`src/hdl/mips_pkg.sv`:
```
//**************************************************
// mips pipeline package
// shared widths, encodings and pipeline register types
//**************************************************
package mips_pkg;

    typedef logic [31:0] word_t;
    typedef logic [4:0]  reg_addr_t;
    typedef logic [5:0]  opcode_t;
    typedef logic [5:0]  funct_t;
    typedef logic [1:0]  fwd_sel_t;     // [1] rs, [0] rt
    typedef logic [1:0]  stall_cnt_t;
    typedef logic [3:0]  alu_op_t;
    typedef logic [1:0]  alu_class_t;

    localparam word_t RESET_PC   = 32'h0040_0000;
    localparam int    DMEM_WORDS = 256;
    localparam int    DMEM_AW    = $clog2(DMEM_WORDS);

    localparam opcode_t OP_RTYPE = 6'h00;
    localparam opcode_t OP_ADDI  = 6'h08;
    localparam opcode_t OP_LW    = 6'h23;
    localparam opcode_t OP_SW    = 6'h2b;
    localparam opcode_t OP_BEQ   = 6'h04;
    localparam opcode_t OP_BNE   = 6'h05;

    localparam funct_t FN_ADD = 6'h20;
    localparam funct_t FN_SUB = 6'h22;
    localparam funct_t FN_AND = 6'h24;
    localparam funct_t FN_OR  = 6'h25;
    localparam funct_t FN_SLT = 6'h2a;

    localparam alu_op_t ALU_AND = 4'h0;
    localparam alu_op_t ALU_OR  = 4'h1;
    localparam alu_op_t ALU_ADD = 4'h2;
    localparam alu_op_t ALU_SUB = 4'h6;
    localparam alu_op_t ALU_SLT = 4'h7;

    localparam alu_class_t ALU_CLASS_ADD   = 2'b00;   // address and addi
    localparam alu_class_t ALU_CLASS_SUB   = 2'b01;   // branch compare
    localparam alu_class_t ALU_CLASS_FUNCT = 2'b10;   // r-type, from funct

    typedef struct packed {
        logic       reg_dst;      // rd when set, else rt
        logic       alu_src;      // immediate operand
        logic       mem_read;
        logic       mem_write;
        logic       mem_to_reg;
        logic       reg_write;
        logic       branch;
        alu_class_t alu_class;
    } ctrl_t;

    typedef struct packed {
        word_t     instr;
        ctrl_t     ctrl;
        word_t     rs_val;
        word_t     rt_val;
        word_t     imm;
        reg_addr_t dest;
    } id_ex_t;

    typedef struct packed {
        word_t     instr;
        ctrl_t     ctrl;
        word_t     alu_result;
        word_t     store_data;
        reg_addr_t dest;
    } ex_mem_t;

    typedef struct packed {
        logic      reg_write;
        reg_addr_t addr;
        word_t     data;
    } wb_t;

endpackage
```
`src/hdl/fetch_stage.sv`:
```
//**************************************************
// fetch stage
// program counter with hold, branch and +4 paths
//**************************************************
`timescale 1ns/1ps

module fetch_stage import mips_pkg::*; (
    input  logic  SYS_clk,
    input  logic  SYS_reset,
    input  logic  stall,
    input  logic  branch_taken,
    input  word_t branch_target,
    output word_t pc
);

    // stall wins over branch, a stalled branch may see stale operands
    always_ff @(posedge SYS_clk)
    begin
        if (SYS_reset)
            pc <= RESET_PC;
        else if (stall)
            pc <= pc;                   // hold while hazard pending
        else if (branch_taken)
            pc <= branch_target;        // resolved in decode
        else
            pc <= pc + 32'd4;
    end

endmodule

```
`config.mk`:
```
export PLATFORM = sky130hd
export DESIGN_NAME = fetch_stage
export DESIGN_NICKNAME = d
export VERILOG_FILES = /design/src/hdl/mips_pkg.sv /design/src/hdl/fetch_stage.sv
export SDC_FILE = /design/constraint.sdc
export NUM_CORES = 1
export LEC_CHECK = 0
export ABC_AREA = 1
export BUFFER_PORTS_ARGS = -buffer_cell sky130_fd_sc_hd__buf_2
export CORE_MARGIN = 2
export CORE_UTILIZATION = 47
export CTS_CLUSTER_DIAMETER = 40
export DETAILED_ROUTE_END_ITERATION = 8
export PLACE_DENSITY = 0.84
export SETUP_SLACK_MARGIN = 0.05
export SLEW_MARGIN = 20
export SYNTH_ARGS = -nofsm -noshare
export SYNTH_HDL_FRONTEND = slang
export SYNTH_SLANG_ARGS = --single-unit
```
`constraint.sdc`:
```
create_clock -name SYS_clk -period 1.3 [get_ports SYS_clk]
set_input_delay 0.26 -clock SYS_clk [delete_from_list [all_inputs] [get_ports SYS_clk]]
set_output_delay 0.26 -clock SYS_clk [all_outputs]
set_load 0.01 [all_outputs]
```
==> metrics.cfg <==
[die]
rows = 24
core-area_mm2 = 0.00444
die_area_mm2 = 0.00526
fp.dieW_um = 72.5
start_util = 0.496
io_pins = 68
die_y_um = 72.5

[critical_path]
arrival_ns = 1.70
end_kind = register
critPathKind = register to register
ff2ff_path_depth = 11
cp_top_family = simple AND/OR/NAND/NOR gates
reg2reg_slack_ns = -0.21
cp_cell_sequence = buf_12, nand2_4, buf_6, nor2_4, nand2_2, nor2_4, nand2_1, nand2_1, nand3_1, nand2_1, a21oi_1
r2r_end = pc[27]
max_stage_delay_ns = 0.37
critPathRequiredTime_ns = 1.48
path_common_cell = nand2_1
cp-start-kind = register
r2r-start = pc[3]
critPathBufInv = 2
path_max_fanout = 3
crit_slowest_cell = dfxtp_4

[timing]
whs_ns = 0.232
fin_ws_ns = -0.213
max_freq_mhz = 661
clock-skew-final_ns = 0.00692
relSlewSlack = 0.589
timing.setup.tns_ns = -1.68
finalSetupViolCount = 24
final.min_clock_period_ns = 1.51
slew_violations = 0
fin_crit_sh = 1.16
tightest_slew_ns = 0.616
hold_viol_final = 0
rsz0062_at_grt = true

[route]
route.met2.wl_um = 4530
met3_length_um = 880
drc = 0
vias = 3242
wl_per_cell_um = 17.1
drt_wl_total_um = 9300
drt-initial-drc-count = 365
ant_nets = 0
first_pass_iters = 5
maxUsedRoutingLayer = met4
drt-met1-wl_um = 3430
routed_via_density = 5.95

[global_routing]
antenna_found_initial = 0
overflow = 0
grt_pass1_wl_um = 12900
globalRouteTotalUtil = 0.318
grt_start_max_net_pins = 17
grt_pass1_vias = 2731

[power_and_ir_drop]
switching_power_w = 0.000864
power_frac_seq = 0.427
swShare = 0.323
clockPowerShare = 0.310
combPwrFrac = 0.263
power.density_mw_per_mm2 = 752
ir_worst_vdd_v = 0.000659
intPower_w = 0.00181
p_leak_nw = 1.58

[final_layout]
final_util = 0.800
drive_above_1_share = 0.495
reg_top3 = pc x32
largest_reg_flops = 32
final_nets = 529
syn2layout_area_growth_pct = 61.1
antenna-diode-count = 0
largest_register = pc

[placed_design]
gp_congestion = 1.02
hpwl_um = 5730
io_buffers = 67

[synth]
synth_top_area_frac = 0.290
syn_inst = 363
synth.distinct_cells = 32
synth_top_cell_by_area = dfxtp_1
syn_nets = 400
async_flop_share = 0
seq_area_frac_synth = 0.290
synth.avg_cell_area_um2 = 6.08
yosysWarnings = 0
syn_area_mm2 = 0.00221
synth_flop_cell = dfxtp_1
yosysMostFrequentCell = nand2_1
ys_ff_latch = 32
synth_common_cells = nand2_1 (120), nor2_1 (46), dfxtp_1 (32)
synth.area.top_cells = dfxtp_1 (29%), nand2_1 (20%), nor2_1 (7.8%)
synth_edf_count = 0

[clocking]
cts_inserted_buffers = 5
cts.htree.levels = 2
cts_tree = yes
clockRootBuffer = clkbuf_8
cts.sinks = 32
path_clk_slew_ns = 0.07
clk_path_buf_depth = 2
clk_latency_ns = 0.29

[worst_hold_path]
hold_end = pc[2]
holdPathStages = 3
hp-class = input pin to register
min-delay-start = branch_target[2]

[flow_run]
cap_violations = 0

[status]
failed_checks = negative setup slack
outcome = finished, violations left

## worst min-delay path, stage by stage
cell and delay (ns):
buf_2 0.07, o221ai_1 0.10, inv_1 0.06
## cell families after synthesis
family,after synthesis,share of synthesized area
fa+ha+maj,1,0.00567
compound gates,58,0.166
xor+xnor,4,0.0159
flops,32,0.290
buf+inv,47,0.0828
simple gates,221,0.440
## placed cells by master, fill, tap and decap left out, types with 5 or more instances in the layout
cell,Yosys,layout
clkbuf_8,0,6
a21oi_2,1,8
nor2_2,7,17
a21oi_1,19,12
dfxtp_4,0,10
nand2_2,5,15
o221ai_1,8,8
a31oi_1,7,7
nand2_4,1,6
nor2_4,4,13
nand2_1,120,105
nand4_1,6,6
buf_4,0,55
buf_2,5,65
inv_2,6,5
buf_6,0,11
inv_1,27,26
nor2_1,46,27
dfxtp_2,0,13
dfxtp_1,32,9
nand3_1,27,24
o21ai_0,11,8
## power by group through the flow
stage	Combinational, W	Sequential (W)	Clock (W)
final	0.000704	0.00114	0.000830
after global routing	0.000762	0.00115	0.000867
after CTS	0.000615	0.00113	0.000827
after detailed placement	0.000585	0.00115	0
after global placement	0.000572	0.00115	0
after floorplan	0.000246	0.00119	0
## worst max-delay path by stage
stage,startpoint,to,slack [ns],cells past startpoint
5_1_grt,pc[3],pc[27],-0.28,11
4_1_cts,pc[3],pc[15],-0.03,8
3_5_place_dp,pc[4],pc[21],-0.10,9
3_3_place_gp,pc[11],pc[21],-0.10,9
6_report,pc[3],pc[27],-0.21,11
2_1_floorplan,pc[2],pc[21],0.04,9
## layout make-up
cell class / instances / area, µm²
multi-input combinational: 284 / 1640
sequential: 32 / 694
fill: 298 / 890
timing repair buffer: 134 / 922
tap: 52 / 65.1
clock buffer: 8 / 90.1
inverter: 35 / 144
## through the flow
step / cell area (µm²) / instances / total power, W / setup slack (ns)
floorplan: 2290 / 363 / 0.00144 / 0.0422
global placement: 3020 / 517 / 0.00172 / -0.105
global route: 3550 / 545 / 0.00278 / -0.279
detailed placement: 3020 / 517 / 0.00174 / -0.104
finish: 3550 / 545 / 0.00267 / -0.213
CTS: 3290 / 536 / 0.00257 / -0.0328
## per-layer routing
layer,global-route usage,vias to the layer above
met4,0.154,0
met3,0.0625,51
met2,0.545,238
met1,0.378,1503
li1,-,1450
met5,0,-
## what timing repair did
item | 4_1_cts | 5_1_grt
buffers inserted | 11 | 9
pin swaps | 12 | 21
setup endpoints to repair | 23 | 28
gates resized for setup | 33 | 52
endpoints found under the hold margin | 0 | 0
hold buffers | 0 | 0
No activity file was read; power rests on OpenSTA's default activity.
