`src/hdl/mips_pkg.sv`:
```
//**************************************************
// mips pipeline package
// shared widths, encodings and pipeline register types
//**************************************************
package mips_pkg;

    typedef logic [31:0] word_t;
    typedef logic [4:0]  reg_addr_t;
    typedef logic [5:0]  opcode_t;
    typedef logic [5:0]  funct_t;
    typedef logic [1:0]  fwd_sel_t;     // [1] rs, [0] rt
    typedef logic [1:0]  stall_cnt_t;
    typedef logic [3:0]  alu_op_t;
    typedef logic [1:0]  alu_class_t;

    localparam word_t RESET_PC   = 32'h0040_0000;
    localparam int    DMEM_WORDS = 256;
    localparam int    DMEM_AW    = $clog2(DMEM_WORDS);

    localparam opcode_t OP_RTYPE = 6'h00;
    localparam opcode_t OP_ADDI  = 6'h08;
    localparam opcode_t OP_LW    = 6'h23;
    localparam opcode_t OP_SW    = 6'h2b;
    localparam opcode_t OP_BEQ   = 6'h04;
    localparam opcode_t OP_BNE   = 6'h05;

    localparam funct_t FN_ADD = 6'h20;
    localparam funct_t FN_SUB = 6'h22;
    localparam funct_t FN_AND = 6'h24;
    localparam funct_t FN_OR  = 6'h25;
    localparam funct_t FN_SLT = 6'h2a;

    localparam alu_op_t ALU_AND = 4'h0;
    localparam alu_op_t ALU_OR  = 4'h1;
    localparam alu_op_t ALU_ADD = 4'h2;
    localparam alu_op_t ALU_SUB = 4'h6;
    localparam alu_op_t ALU_SLT = 4'h7;

    localparam alu_class_t ALU_CLASS_ADD   = 2'b00;   // address and addi
    localparam alu_class_t ALU_CLASS_SUB   = 2'b01;   // branch compare
    localparam alu_class_t ALU_CLASS_FUNCT = 2'b10;   // r-type, from funct

    typedef struct packed {
        logic       reg_dst;      // rd when set, else rt
        logic       alu_src;      // immediate operand
        logic       mem_read;
        logic       mem_write;
        logic       mem_to_reg;
        logic       reg_write;
        logic       branch;
        alu_class_t alu_class;
    } ctrl_t;

    typedef struct packed {
        word_t     instr;
        ctrl_t     ctrl;
        word_t     rs_val;
        word_t     rt_val;
        word_t     imm;
        reg_addr_t dest;
    } id_ex_t;

    typedef struct packed {
        word_t     instr;
        ctrl_t     ctrl;
        word_t     alu_result;
        word_t     store_data;
        reg_addr_t dest;
    } ex_mem_t;

    typedef struct packed {
        logic      reg_write;
        reg_addr_t addr;
        word_t     data;
    } wb_t;

endpackage
```
`src/hdl/decode_stage.sv`:
```
//**************************************************
// decode stage
// if/id register, control decode, forwarding and branches
//**************************************************
`timescale 1ns/1ps

module decode_stage import mips_pkg::*; (
    input  logic     SYS_clk,
    input  logic     SYS_reset,
    input  word_t    fetch_instr,
    input  word_t    fetch_pc,
    input  logic     stall,
    input  fwd_sel_t fwd_sel,
    input  word_t    rs_data,
    input  word_t    rt_data,
    input  word_t    mem_alu_result,
    output word_t    dec_instr,
    output id_ex_t   id_ex,
    output logic     branch_taken,
    output word_t    branch_target
);
    word_t     instr_q;
    word_t     pc_q;
    opcode_t   opcode;
    ctrl_t     ctrl;
    word_t     imm;
    word_t     rs_val;
    word_t     rt_val;
    reg_addr_t dest;

    always_ff @(posedge SYS_clk)
    begin
        if (SYS_reset)
        begin
            instr_q <= '0;
            pc_q    <= '0;
        end
        else if (!stall)
        begin
            instr_q <= branch_taken ? '0 : fetch_instr;   // kill slot behind taken branch
            pc_q    <= fetch_pc;
        end
    end

    assign opcode = instr_q[31:26];

    always_comb
    begin
        ctrl = '0;
        if (instr_q != '0)              // all-zero word is a bubble
        begin
            case (opcode)
                OP_RTYPE:
                begin
                    ctrl.reg_dst   = 1'b1;
                    ctrl.reg_write = 1'b1;
                    ctrl.alu_class = ALU_CLASS_FUNCT;
                end
                OP_ADDI:
                begin
                    ctrl.alu_src   = 1'b1;
                    ctrl.reg_write = 1'b1;
                    ctrl.alu_class = ALU_CLASS_ADD;
                end
                OP_LW:
                begin
                    ctrl.alu_src    = 1'b1;
                    ctrl.mem_read   = 1'b1;
                    ctrl.mem_to_reg = 1'b1;
                    ctrl.reg_write  = 1'b1;
                    ctrl.alu_class  = ALU_CLASS_ADD;
                end
                OP_SW:
                begin
                    ctrl.alu_src   = 1'b1;
                    ctrl.mem_write = 1'b1;
                    ctrl.alu_class = ALU_CLASS_ADD;
                end
                OP_BEQ, OP_BNE:
                begin
                    ctrl.branch    = 1'b1;
                    ctrl.alu_class = ALU_CLASS_SUB;
                end
                default: ctrl = '0;
            endcase
        end
    end

    assign imm    = {{16{instr_q[15]}}, instr_q[15:0]};
    assign dest   = ctrl.reg_dst ? instr_q[15:11] : instr_q[20:16];
    assign rs_val = fwd_sel[1] ? mem_alu_result : rs_data;
    assign rt_val = fwd_sel[0] ? mem_alu_result : rt_data;

    assign branch_taken  = ctrl.branch &&
                           (((opcode == OP_BEQ) && (rs_val == rt_val)) ||
                            ((opcode == OP_BNE) && (rs_val != rt_val)));
    assign branch_target = pc_q + 32'd4 + {imm[29:0], 2'b00};

    assign dec_instr = instr_q;
    assign id_ex     = '{instr: instr_q, ctrl: ctrl, rs_val: rs_val, rt_val: rt_val,
                         imm: imm, dest: dest};

endmodule

```
`config.mk`:
```
export PLATFORM = sky130hd
export DESIGN_NAME = decode_stage
export DESIGN_NICKNAME = d
export VERILOG_FILES = /design/src/hdl/mips_pkg.sv /design/src/hdl/decode_stage.sv
export SDC_FILE = /design/constraint.sdc
export NUM_CORES = 1
export LEC_CHECK = 0
export BUFFER_PORTS_ARGS = -buffer_cell sky130_fd_sc_hd__buf_4
export CAP_MARGIN = 20
export CORE_AREA = 2 2 145 147
export CTS_BUF_LIST = sky130_fd_sc_hd__clkbuf_4 sky130_fd_sc_hd__clkbuf_8
export DETAILED_ROUTE_END_ITERATION = 8
export DIE_AREA = 0 0 147 149
export GPL_TIMING_DRIVEN = 1
export PLACE_DENSITY = 0.69
export SLEW_MARGIN = 40
export SYNTH_ARGS = -nofsm -noshare
export SYNTH_HDL_FRONTEND = slang
export SYNTH_SLANG_ARGS = --single-unit
```
`constraint.sdc`:
```
create_clock -name SYS_clk -period 5.2 [get_ports SYS_clk]
set_clock_uncertainty 0.1 [all_clocks]
set_input_delay 0.52 -clock SYS_clk [delete_from_list [all_inputs] [get_ports SYS_clk]]
set_output_delay 0.52 -clock SYS_clk [all_outputs]
set_load 0.01 [all_outputs]
```
==> results_dict.tcl <==
set metrics [dict create \
    status "finished clean" \
    fin_crit_sh_pct 83.27 \
    synth_warnings 0 \
    synthTopCellsByCount "buf_4 (68), nand2_1 (68), xnor2_1 (67)" \
    cts_tree "done" \
    finalHoldViolations 0 \
    clk_latency_ns 0.36 \
    yosys-mux-area-fraction_pct 14.65 \
    synth_largest_area_cell "dfxtp_1" \
    ff2ff_path_depth 5 \
    synthFlopType "dfxtp_1" \
    syn-num-nets 1074 \
    timing.rr.start "dec_instr[29]$_SDFFE_PP0N_" \
    leakagePower_nw 4.691 \
    fin_nets 1352 \
    setup_tns_ns 0 \
    slew_headroom_pct 49.46 \
    hpwl_mm 22.79 \
    synth_seq_cells 64 \
    synthSimpleGateAreaFrac_pct 13.54 \
    worstPathCellList "ha_1 > ha_1 > fa_1 > a21o_1 > a21oi_1 > o21ai_0 > a21o_1 > a221o_1 > a2111oi_0 > nor3_1 > buf_4" \
    clock_power_share_pct 21.7 \
    internal_power_mw 1.333 \
    synth_compound_gate_area_share_pct 20.66 \
    route.vias.total 7428 \
    fillers 2043 \
    wl_per_cell_microns 19.85 \
    initial_core_util_pct 35.34 \
    routed_wl_mm 28.01 \
    avgSynthCellArea_sq_um 8.538 \
    worst_ep_arrival_time_ns 3.71 \
    maxCapViolCount 0 \
    dieArea_sq_mm 0.02190 \
    crit_path_end_kind "output port" \
    drt_iter0_drc 394 \
    synth_area_leaders "dfxtp_1 (18%), ha_1 (9.8%), mux2_2 (9.1%)" \
    ios 372 \
    grt_max_degree 44 \
    rows 53 \
    startpoint "dec_instr[1]$_SDFFE_PP0N_" \
    p_per_area_mw_per_mm2 216.2 \
    die_h_microns 149 \
    grt-ovfl-total 0 \
    stdcell_count 1411 \
    first_global_vias 7148 \
    ctsRootBufferMaster "clkbuf_8" \
    synth.distinct_cells 60 \
    ir_drop_mv 0.1119 \
    placed_cell_area_sq_mm 0.009767 \
    crit_type "reg -> out" \
    syn_inst 851 \
    cts.path.max_buffers 2 \
    viasPerCell 5.264 \
    cts_max_level 3 \
    clock.fmax_mhz 231.0 \
    placedCellCount 1393 \
    synth_area_sq_mm 0.007266 \
    synth_adder_area_share_pct 10.09 \
    grt_usage_pct 24.38 \
    cts_setup_buffers 0 \
    setup_viol 0 \
    worst-endpoint-required_ns 4.58 \
    p_sw_share_pct 38.24 \
    fp.dieW_microns 147 \
    path_clk_slew_ns 0.07 \
    ctsResizeCount 0 \
    clock-sinks 64 \
    combPwrFrac_pct 50.6 \
    worstHoldPathCells 3 \
    dr.pass1.iters 5 \
    worstMarginPinSlew_ns 0.7519 \
    synth_edf_count 0 \
    gp_congestion 0.9336 \
    seqPwrFrac_pct 27.7 \
    async_flop_share_pct 0 \
    hp-class "in -> reg" \
    ant_nets 0 \
    coreArea_sq_mm 0.02056 \
    drcViolationCount 0 \
    postCtsHoldBufs 0 \
    synth_top_family_by_area "compound AO/OA/AOI/OAI gates" \
    min_period_ns 4.330 \
    rsz0062_at_grt "no" \
    ys_seq_area_share_pct 17.63 \
    area_growth_pct 37.40 \
    drive_gt1_share_pct 44.09 \
    worstSetupStartpointType "register" \
    switchingPower_mw 0.8254 \
    path_max_fanout 6 \
    antenna_found_initial 2 \
    fin_area_sq_mm 0.009983 \
    cts_buffers 9 \
    synthXorXnorAreaFrac_pct 12.42 \
    worst_path_max_delay_cell "dfxtp_1" \
    io_buffers 371 \
    grt_pass1_wl_mm 41.38 \
    yosys.area.top_type_share_pct 17.63 \
    cpPeakStageDelay_ns 0.43 \
    drv_slew 0 \
    min_from "fetch_pc[28]" \
]
==> power by group through the flow <==
stage	logic, mW	registers [mW]	clock network, mW
6_report	1.09	0.598	0.468
5_1_grt	1.18	0.605	0.498
4_1_cts	1.09	0.598	0.480
3_5_place_dp	1.09	0.610	0
3_3_place_gp	1.08	0.607	0
2_1_floorplan	0.614	0.599	0
==> final cells by class <==
type / instances / area [sq um] / share of cell area (%)
clock inverter: 3 / 40.04 / 0.4011
tap: 275 / 344.1 / 3.447
antenna: 2 / 5.005 / 0.05013
clock buffer: 13 / 166.4 / 1.667
multi-input combinational: 656 / 5223 / 52.31
timing repair buffer: 381 / 2860 / 28.65
sequential: 64 / 1281 / 12.83
inverter: 17 / 63.81 / 0.6392
==> state kept, by name, summed over array words and instances, names as in the netlist <==
register / flops
dec_instr: 32
pc_q: 32
==> cell families after synthesis <==
logic type | Yosys count
AO/OA/AOI/OAI | 190
XOR/XNOR | 103
adder cells (fa/ha/maj) | 58
buffers and inverters | 131
flip-flops | 64
multiplexers | 97
AND/OR/NAND/NOR | 208
==> placed cells by master, fill, tap and decap left out, drive strengths merged, types with 4 or more instances in the layout <==
cell type / n
buf: 381
nand2: 68
xnor2: 67
dfxtp: 64
o211ai: 64
mux2: 63
ha: 57
nor2: 48
xor2: 36
mux2i: 34
a22oi: 31
a21oi: 29
nor3: 26
nor4: 22
inv: 17
nand4: 14
o21ai: 14
nand3: 13
clkbuf: 13
a21o: 8
o21bai: 7
o31ai: 4
==> metrics by stage <==
step | hold WS (ns) | power [mW] | utilization [%] | worst slack [ns]
4_1_cts | 0.2667 | 2.173 | 48.51 | 0.8385
6_report | 0.2830 | 2.158 | 48.56 | 0.8701
5_1_grt | 0.2797 | 2.284 | 48.56 | 0.5656
3_3_place_gp | 0.3780 | 1.688 | 47.44 | 1.362
2_1_floorplan | 0.3634 | 1.214 | - | 1.351
3_5_place_dp | 0.3867 | 1.700 | 47.51 | 1.255
==> final timing paths <==
path                           endpoint  slack [ns]
min               pc_q[28]$_SDFFE_PP0N_        0.28
max reg2reg  dec_instr[25]$_SDFFE_PP0N_        3.15
max                   branch_target[29]        0.87
min reg2reg        pc_q[7]$_SDFFE_PP0N_        0.40
==> critical path: cells and delay by family, from the launching register on <==
| family | cells | cell delay (ns) |
|---|---|---|
| AOI/OAI and AO/OA | 6 | 1.70 |
| adders and majority gates | 3 | 0.92 |
| buffers and inverters | 1 | 0.16 |
| DFF | 1 | 0.43 |
| and+or+nand+nor | 1 | 0.13 |
==> metal layers <==
layer / GRT usage [%] / wire, microns / up-vias
met4: 10.00 / 1056 / 0
li1: - / - / 3629
met3: 6.116 / 2073 / 47
met2: 39.60 / 12950 / 286
met5: 0 / 0 / -
met1: 31.02 / 11930 / 3466
Power figures use the tool's default switching activity.
