<file path="src/hdl/mips_pkg.sv">
//**************************************************
// mips pipeline package
// shared widths, encodings and pipeline register types
//**************************************************
package mips_pkg;

    typedef logic [31:0] word_t;
    typedef logic [4:0]  reg_addr_t;
    typedef logic [5:0]  opcode_t;
    typedef logic [5:0]  funct_t;
    typedef logic [1:0]  fwd_sel_t;     // [1] rs, [0] rt
    typedef logic [1:0]  stall_cnt_t;
    typedef logic [3:0]  alu_op_t;
    typedef logic [1:0]  alu_class_t;

    localparam word_t RESET_PC   = 32'h0040_0000;
    localparam int    DMEM_WORDS = 256;
    localparam int    DMEM_AW    = $clog2(DMEM_WORDS);

    localparam opcode_t OP_RTYPE = 6'h00;
    localparam opcode_t OP_ADDI  = 6'h08;
    localparam opcode_t OP_LW    = 6'h23;
    localparam opcode_t OP_SW    = 6'h2b;
    localparam opcode_t OP_BEQ   = 6'h04;
    localparam opcode_t OP_BNE   = 6'h05;

    localparam funct_t FN_ADD = 6'h20;
    localparam funct_t FN_SUB = 6'h22;
    localparam funct_t FN_AND = 6'h24;
    localparam funct_t FN_OR  = 6'h25;
    localparam funct_t FN_SLT = 6'h2a;

    localparam alu_op_t ALU_AND = 4'h0;
    localparam alu_op_t ALU_OR  = 4'h1;
    localparam alu_op_t ALU_ADD = 4'h2;
    localparam alu_op_t ALU_SUB = 4'h6;
    localparam alu_op_t ALU_SLT = 4'h7;

    localparam alu_class_t ALU_CLASS_ADD   = 2'b00;   // address and addi
    localparam alu_class_t ALU_CLASS_SUB   = 2'b01;   // branch compare
    localparam alu_class_t ALU_CLASS_FUNCT = 2'b10;   // r-type, from funct

    typedef struct packed {
        logic       reg_dst;      // rd when set, else rt
        logic       alu_src;      // immediate operand
        logic       mem_read;
        logic       mem_write;
        logic       mem_to_reg;
        logic       reg_write;
        logic       branch;
        alu_class_t alu_class;
    } ctrl_t;

    typedef struct packed {
        word_t     instr;
        ctrl_t     ctrl;
        word_t     rs_val;
        word_t     rt_val;
        word_t     imm;
        reg_addr_t dest;
    } id_ex_t;

    typedef struct packed {
        word_t     instr;
        ctrl_t     ctrl;
        word_t     alu_result;
        word_t     store_data;
        reg_addr_t dest;
    } ex_mem_t;

    typedef struct packed {
        logic      reg_write;
        reg_addr_t addr;
        word_t     data;
    } wb_t;

endpackage
</file>
<file path="src/hdl/hazard_unit.sv">
//**************************************************
// hazard unit
// stall counter and memory-to-decode forward selects
//**************************************************
`timescale 1ns/1ps

module hazard_unit import mips_pkg::*; (
    input  logic      SYS_clk,
    input  logic      SYS_reset,
    input  word_t     dec_instr,
    input  reg_addr_t ex_dest,
    input  ctrl_t     ex_ctrl,
    input  reg_addr_t mem_dest,
    input  ctrl_t     mem_ctrl,
    output logic      stall,
    output fwd_sel_t  fwd_sel
);
    opcode_t    opcode;
    reg_addr_t  rs;
    reg_addr_t  rt;
    logic       uses_rs;
    logic       uses_rt;
    logic       ex_hit;
    logic       mem_load_hit;
    logic       mem_fwd_ok;
    stall_cnt_t stall_need;
    stall_cnt_t stall_cnt;
    stall_cnt_t stall_cur;

    assign opcode = dec_instr[31:26];
    assign rs     = dec_instr[25:21];
    assign rt     = dec_instr[20:16];

    always_comb
    begin
        uses_rs = 1'b0;
        uses_rt = 1'b0;
        if (dec_instr != '0)
        begin
            case (opcode)
                OP_RTYPE, OP_BEQ, OP_BNE, OP_SW:    // sw reads rt as store data
                begin
                    uses_rs = 1'b1;
                    uses_rt = 1'b1;
                end
                OP_ADDI, OP_LW:
                    uses_rs = 1'b1;
                default: ;
            endcase
        end
    end

    assign ex_hit = ex_ctrl.reg_write && (ex_dest != '0) &&
                    ((uses_rs && (ex_dest == rs)) || (uses_rt && (ex_dest == rt)));

    // load one slot ahead in memory, result only on write-back next cycle
    assign mem_load_hit = mem_ctrl.mem_read && mem_ctrl.reg_write && (mem_dest != '0) &&
                          ((uses_rs && (mem_dest == rs)) || (uses_rt && (mem_dest == rt)));

    always_comb
    begin
        if (ex_hit && ex_ctrl.mem_read)
            stall_need = 2'd2;          // load in execute
        else if (ex_hit || mem_load_hit)
            stall_need = 2'd1;
        else
            stall_need = 2'd0;
    end

    assign stall_cur = (stall_cnt != '0) ? stall_cnt : stall_need;   // no reload mid count
    assign stall     = (stall_cur != '0);

    always_ff @(posedge SYS_clk)
    begin
        if (SYS_reset)
            stall_cnt <= '0;
        else if (stall)
            stall_cnt <= stall_cur - 2'd1;
    end

    // loads are never forwarded, the stall covers them
    assign mem_fwd_ok = mem_ctrl.reg_write && !mem_ctrl.mem_read && (mem_dest != '0);
    assign fwd_sel    = {mem_fwd_ok && uses_rs && (mem_dest == rs),
                         mem_fwd_ok && uses_rt && (mem_dest == rt)};

endmodule

</file>
<file path="config.mk">
export PLATFORM = sky130hd
export DESIGN_NAME = hazard_unit
export DESIGN_NICKNAME = d
export VERILOG_FILES = /design/src/hdl/mips_pkg.sv /design/src/hdl/hazard_unit.sv
export SDC_FILE = /design/constraint.sdc
export NUM_CORES = 1
export LEC_CHECK = 0
export ABC_AREA = 1
export BUFFER_PORTS_ARGS = -buffer_cell sky130_fd_sc_hd__buf_4
export CORE_AREA = 2 2 54 43
export DETAILED_ROUTE_END_ITERATION = 12
export DIE_AREA = 0 0 56 45
export GPL_TIMING_DRIVEN = 0
export HOLD_SLACK_MARGIN = 0.12
export PLACE_DENSITY = 0.77
export SKIP_CTS_REPAIR_TIMING = 1
export SLEW_MARGIN = 10
export SYNTH_ARGS = -nofsm -noshare
export SYNTH_HDL_FRONTEND = slang
export SYNTH_SLANG_ARGS = --single-unit
</file>
<file path="constraint.sdc">
create_clock -name SYS_clk -period 2.1 [get_ports SYS_clk]
set_input_delay 0.42 -clock SYS_clk [delete_from_list [all_inputs] [get_ports SYS_clk]]
set_output_delay 0.42 -clock SYS_clk [all_outputs]
set_load 0.01 [all_outputs]
</file>
==> impl_results.html <==
<table>
<tr><th>Metric</th><th>Value</th></tr>
<tr><th colspan="2">Placement</th></tr>
<tr><td>Number of buffers inserted by port buffering</td><td>50</td></tr>
<tr><td>Setup WS pre-CTS</td><td>-0.2719 ns</td></tr>
<tr><td>Detailed Place HPWL</td><td>1769 um</td></tr>
<tr><td>Final Wtd Congestion</td><td>~0.74</td></tr>
<tr><th colspan="2">Floorplan</th></tr>
<tr><td>Die outline area</td><td>approximately 2500 um2</td></tr>
<tr><td>Number of standard-cell rows in the floorplan</td><td>14</td></tr>
<tr><td>Height of the chip</td><td>approximately 45 um</td></tr>
<tr><td>Starting density of the core</td><td>0.3463</td></tr>
<tr><td>Area of the core</td><td>around 2000 um2</td></tr>
<tr><td>Horizontal extent of the die</td><td>56 um</td></tr>
<tr><td>Total I/O pin count</td><td>65</td></tr>
<tr><th colspan="2">Setup path</th></tr>
<tr><td>Depth of the most critical reg-to-reg path</td><td>7</td></tr>
<tr><td>FF-to-FF Start</td><td>stall_cnt[0]</td></tr>
<tr><td>Critical path data arrival time</td><td>about 1.9 ns</td></tr>
<tr><td>Cell repeated most along the worst path</td><td>nor2_2</td></tr>
<tr><td>Worst setup SP type</td><td>primary input</td></tr>
<tr><td>Data required time of the worst path</td><td>approximately 1.7 ns</td></tr>
<tr><td>Largest stage delay, worst path</td><td>~0.15 ns</td></tr>
<tr><td>Type of element capturing the critical path</td><td>output pin</td></tr>
<tr><td>Worst reg2reg setup slack</td><td>a little under 0.8 ns</td></tr>
<tr><td>Worst setup path category</td><td>in2out</td></tr>
<tr><td>Max stage delay cell, worst path</td><td>nand4_1</td></tr>
<tr><td>Sequence of cells on the critical path</td><td>buf_8, nor2_4, nand4_1, nand3_1, nor2_2, nor2_2, nand3_2, nor2_2, nor2_1, nand2_1, nand2_2, inv_2, ha_4, inv_4, buf_6</td></tr>
<tr><td>Critical Path Fanout Max</td><td>4</td></tr>
<tr><td>Endpoint of the most critical register-to-register path</td><td>stall_cnt[1]</td></tr>
<tr><th colspan="2">Clocking</th></tr>
<tr><td>Number of buffers on the longest clock path</td><td>2</td></tr>
<tr><td>Root cell of the clock tree</td><td>clkbuf_4</td></tr>
<tr><td>Clock tree from TritonCTS</td><td>built</td></tr>
<tr><td>H-tree depth</td><td>1</td></tr>
<tr><td>Clock latency on the worst-skew pair</td><td>~0.23 ns</td></tr>
<tr><td>Worst-path clk slew</td><td>0.03 ns</td></tr>
<tr><td>Total CTS buffers</td><td>3</td></tr>
<tr><td>Clock Sinks</td><td>2</td></tr>
<tr><th colspan="2">Global routing</th></tr>
<tr><td>Via count of the first global-routing pass</td><td>870</td></tr>
<tr><td>Global-route wire length before repair</td><td>3443 um</td></tr>
<tr><td>Largest net degree at the start of global routing</td><td>6</td></tr>
<tr><td>Tot GR Track Use</td><td>0.1694</td></tr>
<tr><td>Overflow left after global routing</td><td>0</td></tr>
<tr><td>Antenna violations before repair</td><td>0</td></tr>
<tr><th colspan="2">Outcome</th></tr>
<tr><td>Violations in the final reports</td><td>setup timing</td></tr>
<tr><td>Outcome</td><td>finished, violations left</td></tr>
<tr><th colspan="2">Finish</th></tr>
<tr><td>Share of cells above drive strength 1</td><td>0.3777</td></tr>
<tr><td>Combined area of the multi-input logic cells</td><td>~600 um2</td></tr>
<tr><td>Register with the most flip-flops</td><td>stall_cnt</td></tr>
<tr><td>Largest registers</td><td>stall_cnt x2</td></tr>
<tr><td>Post-Route Utilization</td><td>0.6040</td></tr>
<tr><td>Area Growth Syn to Fin</td><td>74.40%</td></tr>
<tr><td>Diodes inserted</td><td>0</td></tr>
<tr><td>Highest-count cells in the layout ignoring fill and taps</td><td>buf_4, nand2_1, nor2_1</td></tr>
<tr><td>Commonest non-fill, non-tap cell in the layout</td><td>buf_4</td></tr>
<tr><td>Number of fill cells in the layout</td><td>roughly 190</td></tr>
<tr><td>Storage element area</td><td>40.04 um2</td></tr>
<tr><td>Post-layout nets</td><td>around 250</td></tr>
<tr><td>Flip-flop count of the largest register, all copies and words added</td><td>2</td></tr>
<tr><th colspan="2">Logic synthesis</th></tr>
<tr><td>Cell area after synthesis</td><td>679.4 um2</td></tr>
<tr><td>Synth Register Bits</td><td>2</td></tr>
<tr><td>Mean post-synth cell area</td><td>5.186 um2</td></tr>
<tr><td>Proportion of synthesized chip area in sequential cells</td><td>0.05893</td></tr>
<tr><td>Number of warnings issued by yosys</td><td>0</td></tr>
<tr><td>Count of unique library cells instantiated by Yosys</td><td>19</td></tr>
<tr><td>Number of instances in the synthesized netlist</td><td>around 130</td></tr>
<tr><td>Net count after synthesis</td><td>194</td></tr>
<tr><th colspan="2">Drt</th></tr>
<tr><td>Antenna Violating Nets Remaining</td><td>0</td></tr>
<tr><td>Routed via count</td><td>982</td></tr>
<tr><td>Vias/cell</td><td>between 4 and 5</td></tr>
<tr><td>Routed wire per std cell</td><td>10.07 um</td></tr>
<tr><td>Detailed router's first-iteration violation count</td><td>11</td></tr>
<tr><td>Remaining routing DRC violations</td><td>0</td></tr>
<tr><td>Detailed-router iteration count before antenna repair</td><td>4</td></tr>
<tr><td>Post-Route WL</td><td>2135 um</td></tr>
<tr><th colspan="2">Pwr</th></tr>
<tr><td>Total power</td><td>between 0.5 and 0.6 mW</td></tr>
<tr><td>Internal</td><td>0.3196 mW</td></tr>
<tr><td>Sequential group share of total power</td><td>0.132</td></tr>
<tr><td>Switching share of total power</td><td>0.3948</td></tr>
<tr><td>Power density cells</td><td>445.7 nW/um2</td></tr>
<tr><td>Combinational Power Share</td><td>0.694</td></tr>
<tr><td>Clock network power share</td><td>0.174</td></tr>
<tr><td>Leakage power summed over all cells</td><td>0.6268 nW</td></tr>
<tr><td>Maximum VDD drop</td><td>~0.00033 V</td></tr>
<tr><td>Net switching power</td><td>between 0.2 and 0.25 mW</td></tr>
<tr><th colspan="2">STA</th></tr>
<tr><td>Slack of the critical path</td><td>-0.2168 ns</td></tr>
<tr><td>Clock period minus worst slack</td><td>~2.3 ns</td></tr>
<tr><td>Period Utilization, post-route</td><td>1.103</td></tr>
<tr><td>Number of pins with negative max-slew slack in the final report</td><td>0</td></tr>
<tr><td>Final hold violations</td><td>0</td></tr>
<tr><td>Final setup vio count</td><td>1</td></tr>
<tr><td>Setup repair after global routing missed its margin</td><td>true</td></tr>
<tr><td>Slew at the pin closest to its max-slew limit</td><td>~0.25 ns</td></tr>
<tr><td>FMAX</td><td>431.6 MHz</td></tr>
<tr><td>Setup clock skew after layout</td><td>approximately 0.011 ns</td></tr>
<tr><td>Headroom to the max-slew limit</td><td>0.8310</td></tr>
<tr><th colspan="2">Worst hold path</th></tr>
<tr><td>Hold Path Origin</td><td>SYS_reset</td></tr>
<tr><td>Worst hold-check path type</td><td>in2reg</td></tr>
<tr><td>Number of cells on the worst hold path</td><td>2</td></tr>
<tr><td>Destination of the worst hold path</td><td>stall_cnt[1]</td></tr>
<tr><th colspan="2">Run</th></tr>
<tr><td>Number of maximum-capacitance violations</td><td>0</td></tr>
</table>
[routing by layer]
layer | vias up | GRT usage | share of wire
met5 | - | 0 | 0
met4 | 0 | 0.04286 | 0.0080
met3 | 2 | 0.03438 | 0.041
met2 | 31 | 0.3271 | 0.51
met1 | 433 | 0.1952 | 0.44
li1 | 516 | - | -
[worst max-delay path: cells and delay by family]
family	cells	cell delay (ns)
fa+ha+maj	1	0.13
buf+inv	4	0.32
simple gates	10	1.03
[power by group through the flow]
stage          combinational (mW)  sequential [mW]  clock, mW
6_report                    0.367           0.0697     0.0917
3_5_place_dp                0.277           0.0680          0
3_3_place_gp                0.262           0.0665          0
2_1_floorplan               0.146           0.0644          0
4_1_cts                     0.277           0.0669     0.0890
5_1_grt                     0.408           0.0712      0.102
[final cells by class]
class	instances	area share
clock buffer	3	0.01901
inverter	19	0.06230
multi-input combinational	110	0.5048
sequential	2	0.03379
tap	24	0.02534
timing repair buffer	54	0.3548
[cell families (layout without fill, tap and decap cells)]
family / count (synthesis) / in the layout / share of synthesized area
AO/OA/AOI/OAI: 5 / 5 / 0.05341
XOR/XNOR: 17 / 17 / 0.2191
adder cells (fa/ha/maj): 1 / 1 / 0.01841
buffers and inverters: 19 / 76 / 0.1050
flip-flops: 2 / 2 / 0.05893
AND/OR/NAND/NOR: 87 / 87 / 0.5451
[cell usage after synthesis]
cell	number	share of area
nand2_1	31	0.17
nand3_2	1	0.015
nor2_2	4	0.037
xor2_1	6	0.077
xnor2_1	11	0.14
o21bai_1	1	0.011
inv_1	19	0.10
nand3b_1	1	0.011
a21oi_1	1	0.0074
o31ai_1	1	0.011
a21oi_2	1	0.013
nand2_2	1	0.0092
nand3_1	13	0.096
nor3_1	2	0.015
nor2_1	33	0.18
nand4_1	1	0.0092
ha_1	1	0.018
a211oi_1	1	0.011
dfxtp_1	2	0.059
[how the worst max path moves through the flow]
stage	start	endpoint	slack, ns	depth (start not counted)
6_report	dec_instr[31]	stall	-0.22	15
5_1_grt	dec_instr[31]	stall	-0.34	15
4_1_cts	dec_instr[30]	stall	-0.28	16
3_5_place_dp	dec_instr[30]	stall	-0.27	16
3_3_place_gp	dec_instr[30]	stall	-0.22	16
2_1_floorplan	dec_instr[30]	stall	0.12	14
[per-stage QoR]
stage                     cell area [um2]  hold slack [ns]  setup TNS, ns  instances
final                                1185           0.3707        -0.2168        212
after global routing                 1185           0.3698        -0.3951        212
after CTS                            1107           0.3648        -0.2762        208
after detailed placement             1085           0.5237        -0.2796        205
after global placement               1085           0.4980        -0.2204        205
after floorplan                     679.4           0.4819              0        131
Power figures use the tool's default switching activity.
