--- config.mk ---
export PLATFORM = sky130hd
export DESIGN_NAME = execute_stage
export DESIGN_NICKNAME = d
export VERILOG_FILES = /design/src/hdl/mips_pkg.sv /design/src/hdl/execute_stage.sv
export SDC_FILE = /design/constraint.sdc
export NUM_CORES = 1
export LEC_CHECK = 0
export BUFFER_PORTS_ARGS = -buffer_cell sky130_fd_sc_hd__buf_2
export CAP_MARGIN = 5
export CELL_PAD_IN_SITES_DETAIL_PLACEMENT = 0
export CELL_PAD_IN_SITES_GLOBAL_PLACEMENT = 1
export CORE_AREA = 4 4 184 168
export CTS_BUF_LIST = sky130_fd_sc_hd__clkbuf_2 sky130_fd_sc_hd__clkbuf_4 sky130_fd_sc_hd__clkbuf_8
export DETAILED_ROUTE_END_ITERATION = 6
export DIE_AREA = 0 0 188 172
export GPL_ROUTABILITY_DRIVEN = 0
export PLACE_DENSITY_LB_ADDON = 0.1
export SLEW_MARGIN = 20
export SYNTH_ARGS = -nofsm -noshare
export SYNTH_HDL_FRONTEND = slang
export SYNTH_SLANG_ARGS = --single-unit
export TNS_END_PERCENT = 10
--- constraint.sdc ---
create_clock -name SYS_clk -period 5.15 [get_ports SYS_clk]
set_input_delay 0.2575 -clock SYS_clk [delete_from_list [all_inputs] [get_ports SYS_clk]]
set_output_delay 0.2575 -clock SYS_clk [all_outputs]
set_load 0.005 [all_outputs]
--- src/hdl/mips_pkg.sv ---
//**************************************************
// mips pipeline package
// shared widths, encodings and pipeline register types
//**************************************************
package mips_pkg;

    typedef logic [31:0] word_t;
    typedef logic [4:0]  reg_addr_t;
    typedef logic [5:0]  opcode_t;
    typedef logic [5:0]  funct_t;
    typedef logic [1:0]  fwd_sel_t;     // [1] rs, [0] rt
    typedef logic [1:0]  stall_cnt_t;
    typedef logic [3:0]  alu_op_t;
    typedef logic [1:0]  alu_class_t;

    localparam word_t RESET_PC   = 32'h0040_0000;
    localparam int    DMEM_WORDS = 256;
    localparam int    DMEM_AW    = $clog2(DMEM_WORDS);

    localparam opcode_t OP_RTYPE = 6'h00;
    localparam opcode_t OP_ADDI  = 6'h08;
    localparam opcode_t OP_LW    = 6'h23;
    localparam opcode_t OP_SW    = 6'h2b;
    localparam opcode_t OP_BEQ   = 6'h04;
    localparam opcode_t OP_BNE   = 6'h05;

    localparam funct_t FN_ADD = 6'h20;
    localparam funct_t FN_SUB = 6'h22;
    localparam funct_t FN_AND = 6'h24;
    localparam funct_t FN_OR  = 6'h25;
    localparam funct_t FN_SLT = 6'h2a;

    localparam alu_op_t ALU_AND = 4'h0;
    localparam alu_op_t ALU_OR  = 4'h1;
    localparam alu_op_t ALU_ADD = 4'h2;
    localparam alu_op_t ALU_SUB = 4'h6;
    localparam alu_op_t ALU_SLT = 4'h7;

    localparam alu_class_t ALU_CLASS_ADD   = 2'b00;   // address and addi
    localparam alu_class_t ALU_CLASS_SUB   = 2'b01;   // branch compare
    localparam alu_class_t ALU_CLASS_FUNCT = 2'b10;   // r-type, from funct

    typedef struct packed {
        logic       reg_dst;      // rd when set, else rt
        logic       alu_src;      // immediate operand
        logic       mem_read;
        logic       mem_write;
        logic       mem_to_reg;
        logic       reg_write;
        logic       branch;
        alu_class_t alu_class;
    } ctrl_t;

    typedef struct packed {
        word_t     instr;
        ctrl_t     ctrl;
        word_t     rs_val;
        word_t     rt_val;
        word_t     imm;
        reg_addr_t dest;
    } id_ex_t;

    typedef struct packed {
        word_t     instr;
        ctrl_t     ctrl;
        word_t     alu_result;
        word_t     store_data;
        reg_addr_t dest;
    } ex_mem_t;

    typedef struct packed {
        logic      reg_write;
        reg_addr_t addr;
        word_t     data;
    } wb_t;

endpackage
--- src/hdl/execute_stage.sv ---
//**************************************************
// execute stage
// id/ex register, alu control and alu
//**************************************************
`timescale 1ns/1ps

module execute_stage import mips_pkg::*; (
    input  logic    SYS_clk,
    input  logic    SYS_reset,
    input  logic    stall,
    input  id_ex_t  id_ex,
    output ex_mem_t ex_mem
);
    id_ex_t  id_ex_q;
    funct_t  funct;
    alu_op_t alu_op;
    word_t   alu_b;
    word_t   alu_result;

    always_ff @(posedge SYS_clk)
    begin
        if (SYS_reset || stall)
            id_ex_q <= '0;              // bubble while decode holds
        else
            id_ex_q <= id_ex;
    end

    assign funct = id_ex_q.instr[5:0];

    always_comb
    begin
        case (id_ex_q.ctrl.alu_class)
            ALU_CLASS_ADD: alu_op = ALU_ADD;
            ALU_CLASS_SUB: alu_op = ALU_SUB;
            ALU_CLASS_FUNCT:
            begin
                case (funct)
                    FN_ADD:  alu_op = ALU_ADD;
                    FN_SUB:  alu_op = ALU_SUB;
                    FN_AND:  alu_op = ALU_AND;
                    FN_OR:   alu_op = ALU_OR;
                    FN_SLT:  alu_op = ALU_SLT;
                    default: alu_op = ALU_ADD;
                endcase
            end
            default: alu_op = ALU_ADD;
        endcase
    end

    assign alu_b = id_ex_q.ctrl.alu_src ? id_ex_q.imm : id_ex_q.rt_val;

    always_comb
    begin
        case (alu_op)
            ALU_AND: alu_result = id_ex_q.rs_val & alu_b;
            ALU_OR:  alu_result = id_ex_q.rs_val | alu_b;
            ALU_SUB: alu_result = id_ex_q.rs_val - alu_b;
            ALU_SLT: alu_result = ($signed(id_ex_q.rs_val) < $signed(alu_b)) ? 32'd1 : 32'd0;
            ALU_ADD: alu_result = id_ex_q.rs_val + alu_b;
            default: alu_result = id_ex_q.rs_val + alu_b;
        endcase
    end

    assign ex_mem = '{instr: id_ex_q.instr, ctrl: id_ex_q.ctrl, alu_result: alu_result,
                      store_data: id_ex_q.rt_val, dest: id_ex_q.dest};

endmodule

==> run_results.csv, run 1 <==
group,metric,value,unit
global_route,grt_max_degree,130,
floorplan,dieArea,32300,um^2
pwr,power.leakage,0.00594,uW
timing,max-slew-margin-rel,26.5,%
logic_synthesis,synthesis.nets,1448,
worst_setup_path,crit_arrival,4480,ps
logic_synthesis,synth.top_cell.area_share,28.5,%
timing,tightest_slew,1100,ps
place,dp_hpwl,22300,um
global_route,grt_pass1_vias,8927,
worst_setup_path,cp_data_required_time,4890,ps
drt,wl,30800,um
logic_synthesis,ys.flop_type,"dfxtp_1",
worst_setup_path,crit_chain,"buf_4 -> buf_4 -> mux2i_1 -> ha_1 -> inv_1 -> a21oi_1 -> o311ai_4 -> a2111oi_4 -> a211oi_2 -> a311oi_1 -> o2111ai_1 -> o311ai_1 -> buf_2",
timing,maxSlewViolCount,0,
timing,worst_slack,411,ps
timing,fmax,211,MHz
logic_synthesis,synthCells,1191,
global_route,antenna_found_initial,0,
clocking,cts_tree,"yes",
clocking,post_cts_buffers,0,
timing,fin_setup_tns,0,ps
drt,wire_per_inst,16.3,um
logic_synthesis,async_flop_share,0,%
clocking,numCtsBuffers,17,
floorplan,rows,59,
logic_synthesis,yosysMostFrequentCell,"and2_1",
clocking,clk_root_buffer_cell,"clkbuf_8",
worst_setup_path,crit_buf_inv,4,
logic_synthesis,synth_warnings,0,
floorplan,fp.dieW,188,um
hold_path,min_path_type,"in2reg",
worst_setup_path,critical_path_cell_count,13,
worst_setup_path,critPathCaptureType,"output pin",
logic_synthesis,netlist_area,9980,um^2
logic_synthesis,synth_area_leader_cell,"dfxtp_1",
global_route,grt_pass1_wl,48200,um
timing,finalCritPeriodShare,92.0,%
outcome,outcome,"finished clean",
logic_synthesis,synth-edff-count,0,
place,place_area,11000,um^2
clocking,clock-sinks,142,
worst_setup_path,slowest_stage,"ha_1",
layout,stdcell_area,12900,um^2
logic_synthesis,synth-seq-cells,142,
timing,rsz0062_at_grt,"no",
logic_synthesis,syn_area_per_cell,8.38,um^2
hold_path,min_path_cells,3,
logic_synthesis,synthDistinctLibCells,79,
worst_setup_path,path_max_fanout,14,
worst_setup_path,start_kind,"register",
timing,min_period,4740,ps
drt,drt_iter0_markers,331,
pwr,powerDensity,224,nW/um^2
layout,diodes,0,
floorplan,start_util,34.6,%
layout,layout.nets,1741,
floorplan,pin_count,255,
global_route,track_usage,18.7,%
logic_synthesis,ys_seq_area_share,28.5,%
place,post-place-ws,876,ps
timing,setup_viol,0,
global_route,overflow,0,
layout,syn2layout_area_growth,29.1,%
drt,viasPerCell,4.71,
pwr,ir_drop,153,uV
worst_setup_path,critical_path.most_common_cell,"buf_4",
drt,drc,0,
logic_synthesis,synthTopCellsByArea,"dfxtp_1 (28%), ha_1 (14%), and2_1 (9.1%), buf_4 (5.9%), a21oi_1 (4.6%)",
run,drv_cap,0,
clocking,ctsLongestPathBuffers,2,
logic_synthesis,synth_common_cells,"and2_1 (145), dfxtp_1 (142), ha_1 (110)",
worst_setup_path,cp_top_family,"compound AO/OA/AOI/OAI gates",
worst_setup_path,slowest_delay,480,ps
floorplan,core,28900,um^2
clocking,path_clk_slew,100,ps
drt,postRouteAntennaNets,0,
drt,firstDrtPassIters,5,
floorplan,die_y,172,um
worst_setup_path,crit_type,"reg2out",
place,port_buffers,254,
pwr,finalPower,2880,uW
timing,hold_violations,0,
drt,vias,8924,
layout,layout-drive-gt1-share,21.7,%
clocking,htreeDepth,4,
layout by cell type (no fill, tap or decap), drive strengths merged, types with 10 or more instances in the layout:
cell type    synthesis  routed
nand2               47      47
nand2b              13      13
a21oi               92      92
inv                101     111
o211ai              17      17
dfxtp              142     142
dlygate4sd3          0     142
nor2                81      81
xnor2               21      21
and2               145     145
ha                 110     110
clkbuf              39      17
nor2b               12      12
nand3               10      10
o221ai              13      13
o22ai               12      12
nor3                10      10
a211oi              22      22
mux2i               33      33
o21ai               39      39
buf                 93     264
worst min-delay path: cells and delay by family:
family	cells	cell delay, ps
buffers and inverters	1	100
AND/OR/NAND/NOR	2	220
area by class of cell:
| cell class | count | area (um^2) |
|---|---|---|
| clock inverter | 15 | 188 |
| inverter | 101 | 379 |
| sequential | 142 | 2840 |
| fill | 2871 | 16000 |
| clock buffer | 17 | 234 |
| multi-input combinational | 816 | 5980 |
| timing repair buffer | 406 | 2770 |
| tap | 396 | 495 |
worst paths after layout:
kind	start	slack [ps]	to
setup / recovery	ex_mem[76]$_SDFF_PP0_	410	ex_mem[67]
hold / removal	stall	140	ex_mem[75]$_SDFF_PP0_
report_power, final:
part	total [uW]	switching, uW	internal [uW]
clock network	984	528	456
registers	1160	22.4	1140
logic	736	388	348
total	2880	938	1950
routing by layer:
layer	GRT usage, %	part of all wire [%]	vias to the layer above
li1	-	-	4572
met1	25.3	49	4113
met2	30.5	45	218
met3	3.90	4.6	21
met4	4.75	1.3	0
met5	0	0	-
kinds of logic (layout without fill, tap and decap cells):
| group | Yosys count | in the layout | synth area share, % |
|---|---|---|---|
| AO/OA/AOI/OAI | 289 | 289 | 20.4 |
| flip-flops | 142 | 142 | 28.5 |
| multiplexers | 33 | 33 | 3.31 |
| AND/OR/NAND/NOR | 359 | 359 | 19.7 |
| XOR/XNOR | 23 | 23 | 2.02 |
| adder cells (fa/ha/maj) | 112 | 112 | 14.2 |
| buffers and inverters | 233 | 539 | 11.9 |
stage by stage:
| stage | std cells | utilization (%) | hold slack (ps) |
|---|---|---|---|
| after detailed placement | 1719 | 38.3 | 459 |
| final | 1893 | 44.7 | 136 |
| after global routing | 1893 | 44.7 | 118 |
| after CTS | 1893 | 44.7 | 92.0 |
| after floorplan | 1191 | - | 379 |
| after global placement | 1719 | 38.3 | 456 |
registers in the layout, indices dropped and copies added, names as in the netlist:
name     flops
id_ex_q     64
ex_mem      78
what timing repair did:
| action | 4_1_cts | 5_1_grt |
|---|---|---|
| hold endpoints to repair | 142 | 0 |
| hold buffers | 142 | 0 |
| gates resized for setup | 0 | 0 |
Power figures use the tool's default switching activity.
==> run 2, diff against run 1 <==
==> constraint.sdc (replaced) <==
create_clock -name SYS_clk -period 5.91 [get_ports SYS_clk]
set_input_delay 0.2955 -clock SYS_clk [delete_from_list [all_inputs] [get_ports SYS_clk]]
set_output_delay 0.2955 -clock SYS_clk [all_outputs]
set_load 0.005 [all_outputs]
==> run_results.csv, run 2 (synthesis gave the netlist of run 1 again) <==
group,metric,value,unit
outcome,outcome,"finished clean",
drt,firstDrtPassIters,4,
timing,worst_slack,959,ps
clocking,cts_resized,0,
timing,max-slew-margin-rel,30.1,%
drt,drc,0,
timing,hold_violations,0,
timing,finalCritPeriodShare,83.8,%
worst_setup_path,crit_chain,"mux2i_1 -> inv_1 -> ha_1 -> inv_1 -> fa_1 -> nand2b_1 -> a211oi_1 -> o21ai_1 -> a211oi_2 -> o21ai_1 -> a211oi_1 -> nor2_1 -> o311ai_1 -> buf_2",
worst_setup_path,slowest_stage,"dfxtp_2",
clocking,numCtsBuffers,17,
worst_setup_path,crit_arrival,4660,ps
layout,utilization,44.1,%
clocking,path_clk_slew,120,ps
global_route,gr-usage-met3,4.20,%
timing,fmax,202,MHz
global_route,grt_pass1_wl,48600,um
clocking,clock-sinks,142,
floorplan,die_y,172,um
drt,vias,8856,
clocking,clk_root_buffer_cell,"clkbuf_8",
timing,maxSlewViolCount,0,
drt,viasPerCell,4.71,
layout,layout_common_cells,"buf_2 (254), and2_1 (145), dfxtp_1 (141)",
floorplan,fp.dieW,188,um
clocking,cts_tree,"yes",
worst_setup_path,critPathCaptureType,"output pin",
place,dp_hpwl,22100,um
layout,layout-drive-gt1-share,21.8,%
layout,layout_commonest_cell,"buf_2",
layout,syn2layout_area_growth,27.6,%
pwr,ir_drop,158,uV
place,post-place-ws,1460,ps
drt,postRouteAntennaNets,0,
floorplan,pin_count,255,
global_route,track_usage,18.7,%
global_route,grt_util_met1,25.4,%
floorplan,start_util,34.6,%
clocking,ctsLongestPathBuffers,2,
hold_path,min_path_type,"in2reg",
worst_setup_path,start_kind,"register",
timing,rsz0062_at_grt,"no",
worst_setup_path,crit_type,"reg2out",
timing,tightest_slew,1050,ps
floorplan,core,28900,um^2
global_route,use_met2,30.7,%
pwr,power.leakage,0.00586,uW
layout,diodes,0,
run,drv_cap,0,
pwr,powerDensity,192,nW/um^2
timing,min_period,4950,ps
worst_setup_path,path_max_fanout,21,
floorplan,rows,59,
global_route,grt_pass1_vias,8935,
place,port_buffers,254,
clocking,htreeDepth,4,
global_route,antenna_found_initial,0,
pwr,finalPower,2440,uW
timing,setup_viol,0,
layout,largest_reg_flops,78,
global_route,grt.busiest_layer,"met2",
layout,layout.nets,1728,
worst_setup_path,slowest_delay,860,ps
worst_setup_path,cp_data_required_time,5610,ps
drt,wl,30400,um
floorplan,dieArea,32300,um^2
drt,wire_per_inst,16.2,um
timing,fin_setup_tns,0,ps
drt,drt_iter0_markers,351,
global_route,overflow,0,
global_route,grt_max_degree,73,
run 2: cell types whose count changed in the layout (fill, tap and decap cells not counted), sizes merged:
cell         before  now
clkinvlp          0    2
buf             264  262
clkbuf           17   18
clkinv            3    2
dlygate4sd3     142  131
bufinv            2    0
run 2: worst paths after layout:
check / start / end / slack (ps) / depth (start not counted)
worst max-delay path: ex_mem[76]$_SDFF_PP0_ / ex_mem[67] / 960 / 14
worst min-delay path: id_ex[5] / id_ex_q[5]$_SDFF_PP0_ / 40 / 2
run 2: cell type report:
type                       instances  area (um^2)
inverter                         101          379
tap                              396          495
sequential                       142         2840
clock inverter                    14          140
clock buffer                      18          248
multi-input combinational        816         5980
fill                            2931        16100
timing repair buffer             393         2640
run 2: per-layer routing:
metal | share of wire [%] | wire [um]
met1 | 49 | 14800
met2 | 45 | 13600
met3 | 5.4 | 1630
met4 | 1.1 | 332
met5 | 0 | 0
run 2: power by group:
part | internal, uW | switching, uW
clock | 326 | 466
combinational | 298 | 333
sequential | 995 | 20.7
total | 1620 | 820
run 2: repair_timing:
action / in CTS / in global routing
buffers inserted: 0 / 0
hold endpoints to repair: 131 / 0
hold buffers: 131 / 0
run 2: metrics by stage:
stage | cell area, um^2 | std cells | hold slack (ps)
2_1_floorplan | 9980 | 1191 | 417
3_3_place_gp | 11000 | 1717 | 494
3_5_place_dp | 11000 | 1717 | 497
4_1_cts | 12700 | 1880 | 2.76
5_1_grt | 12700 | 1880 | 11.1
6_report | 12700 | 1880 | 39.6
run 2: worst max-delay path: cells and delay by family, from the launching register on:
kind                       cells  cell delay, ps
AOI/OAI and AO/OA              6            1770
adders and majority gates      2             640
buffers and inverters          3             390
and+or+nand+nor                2             290
DFF                            1             860
muxes                          1             220
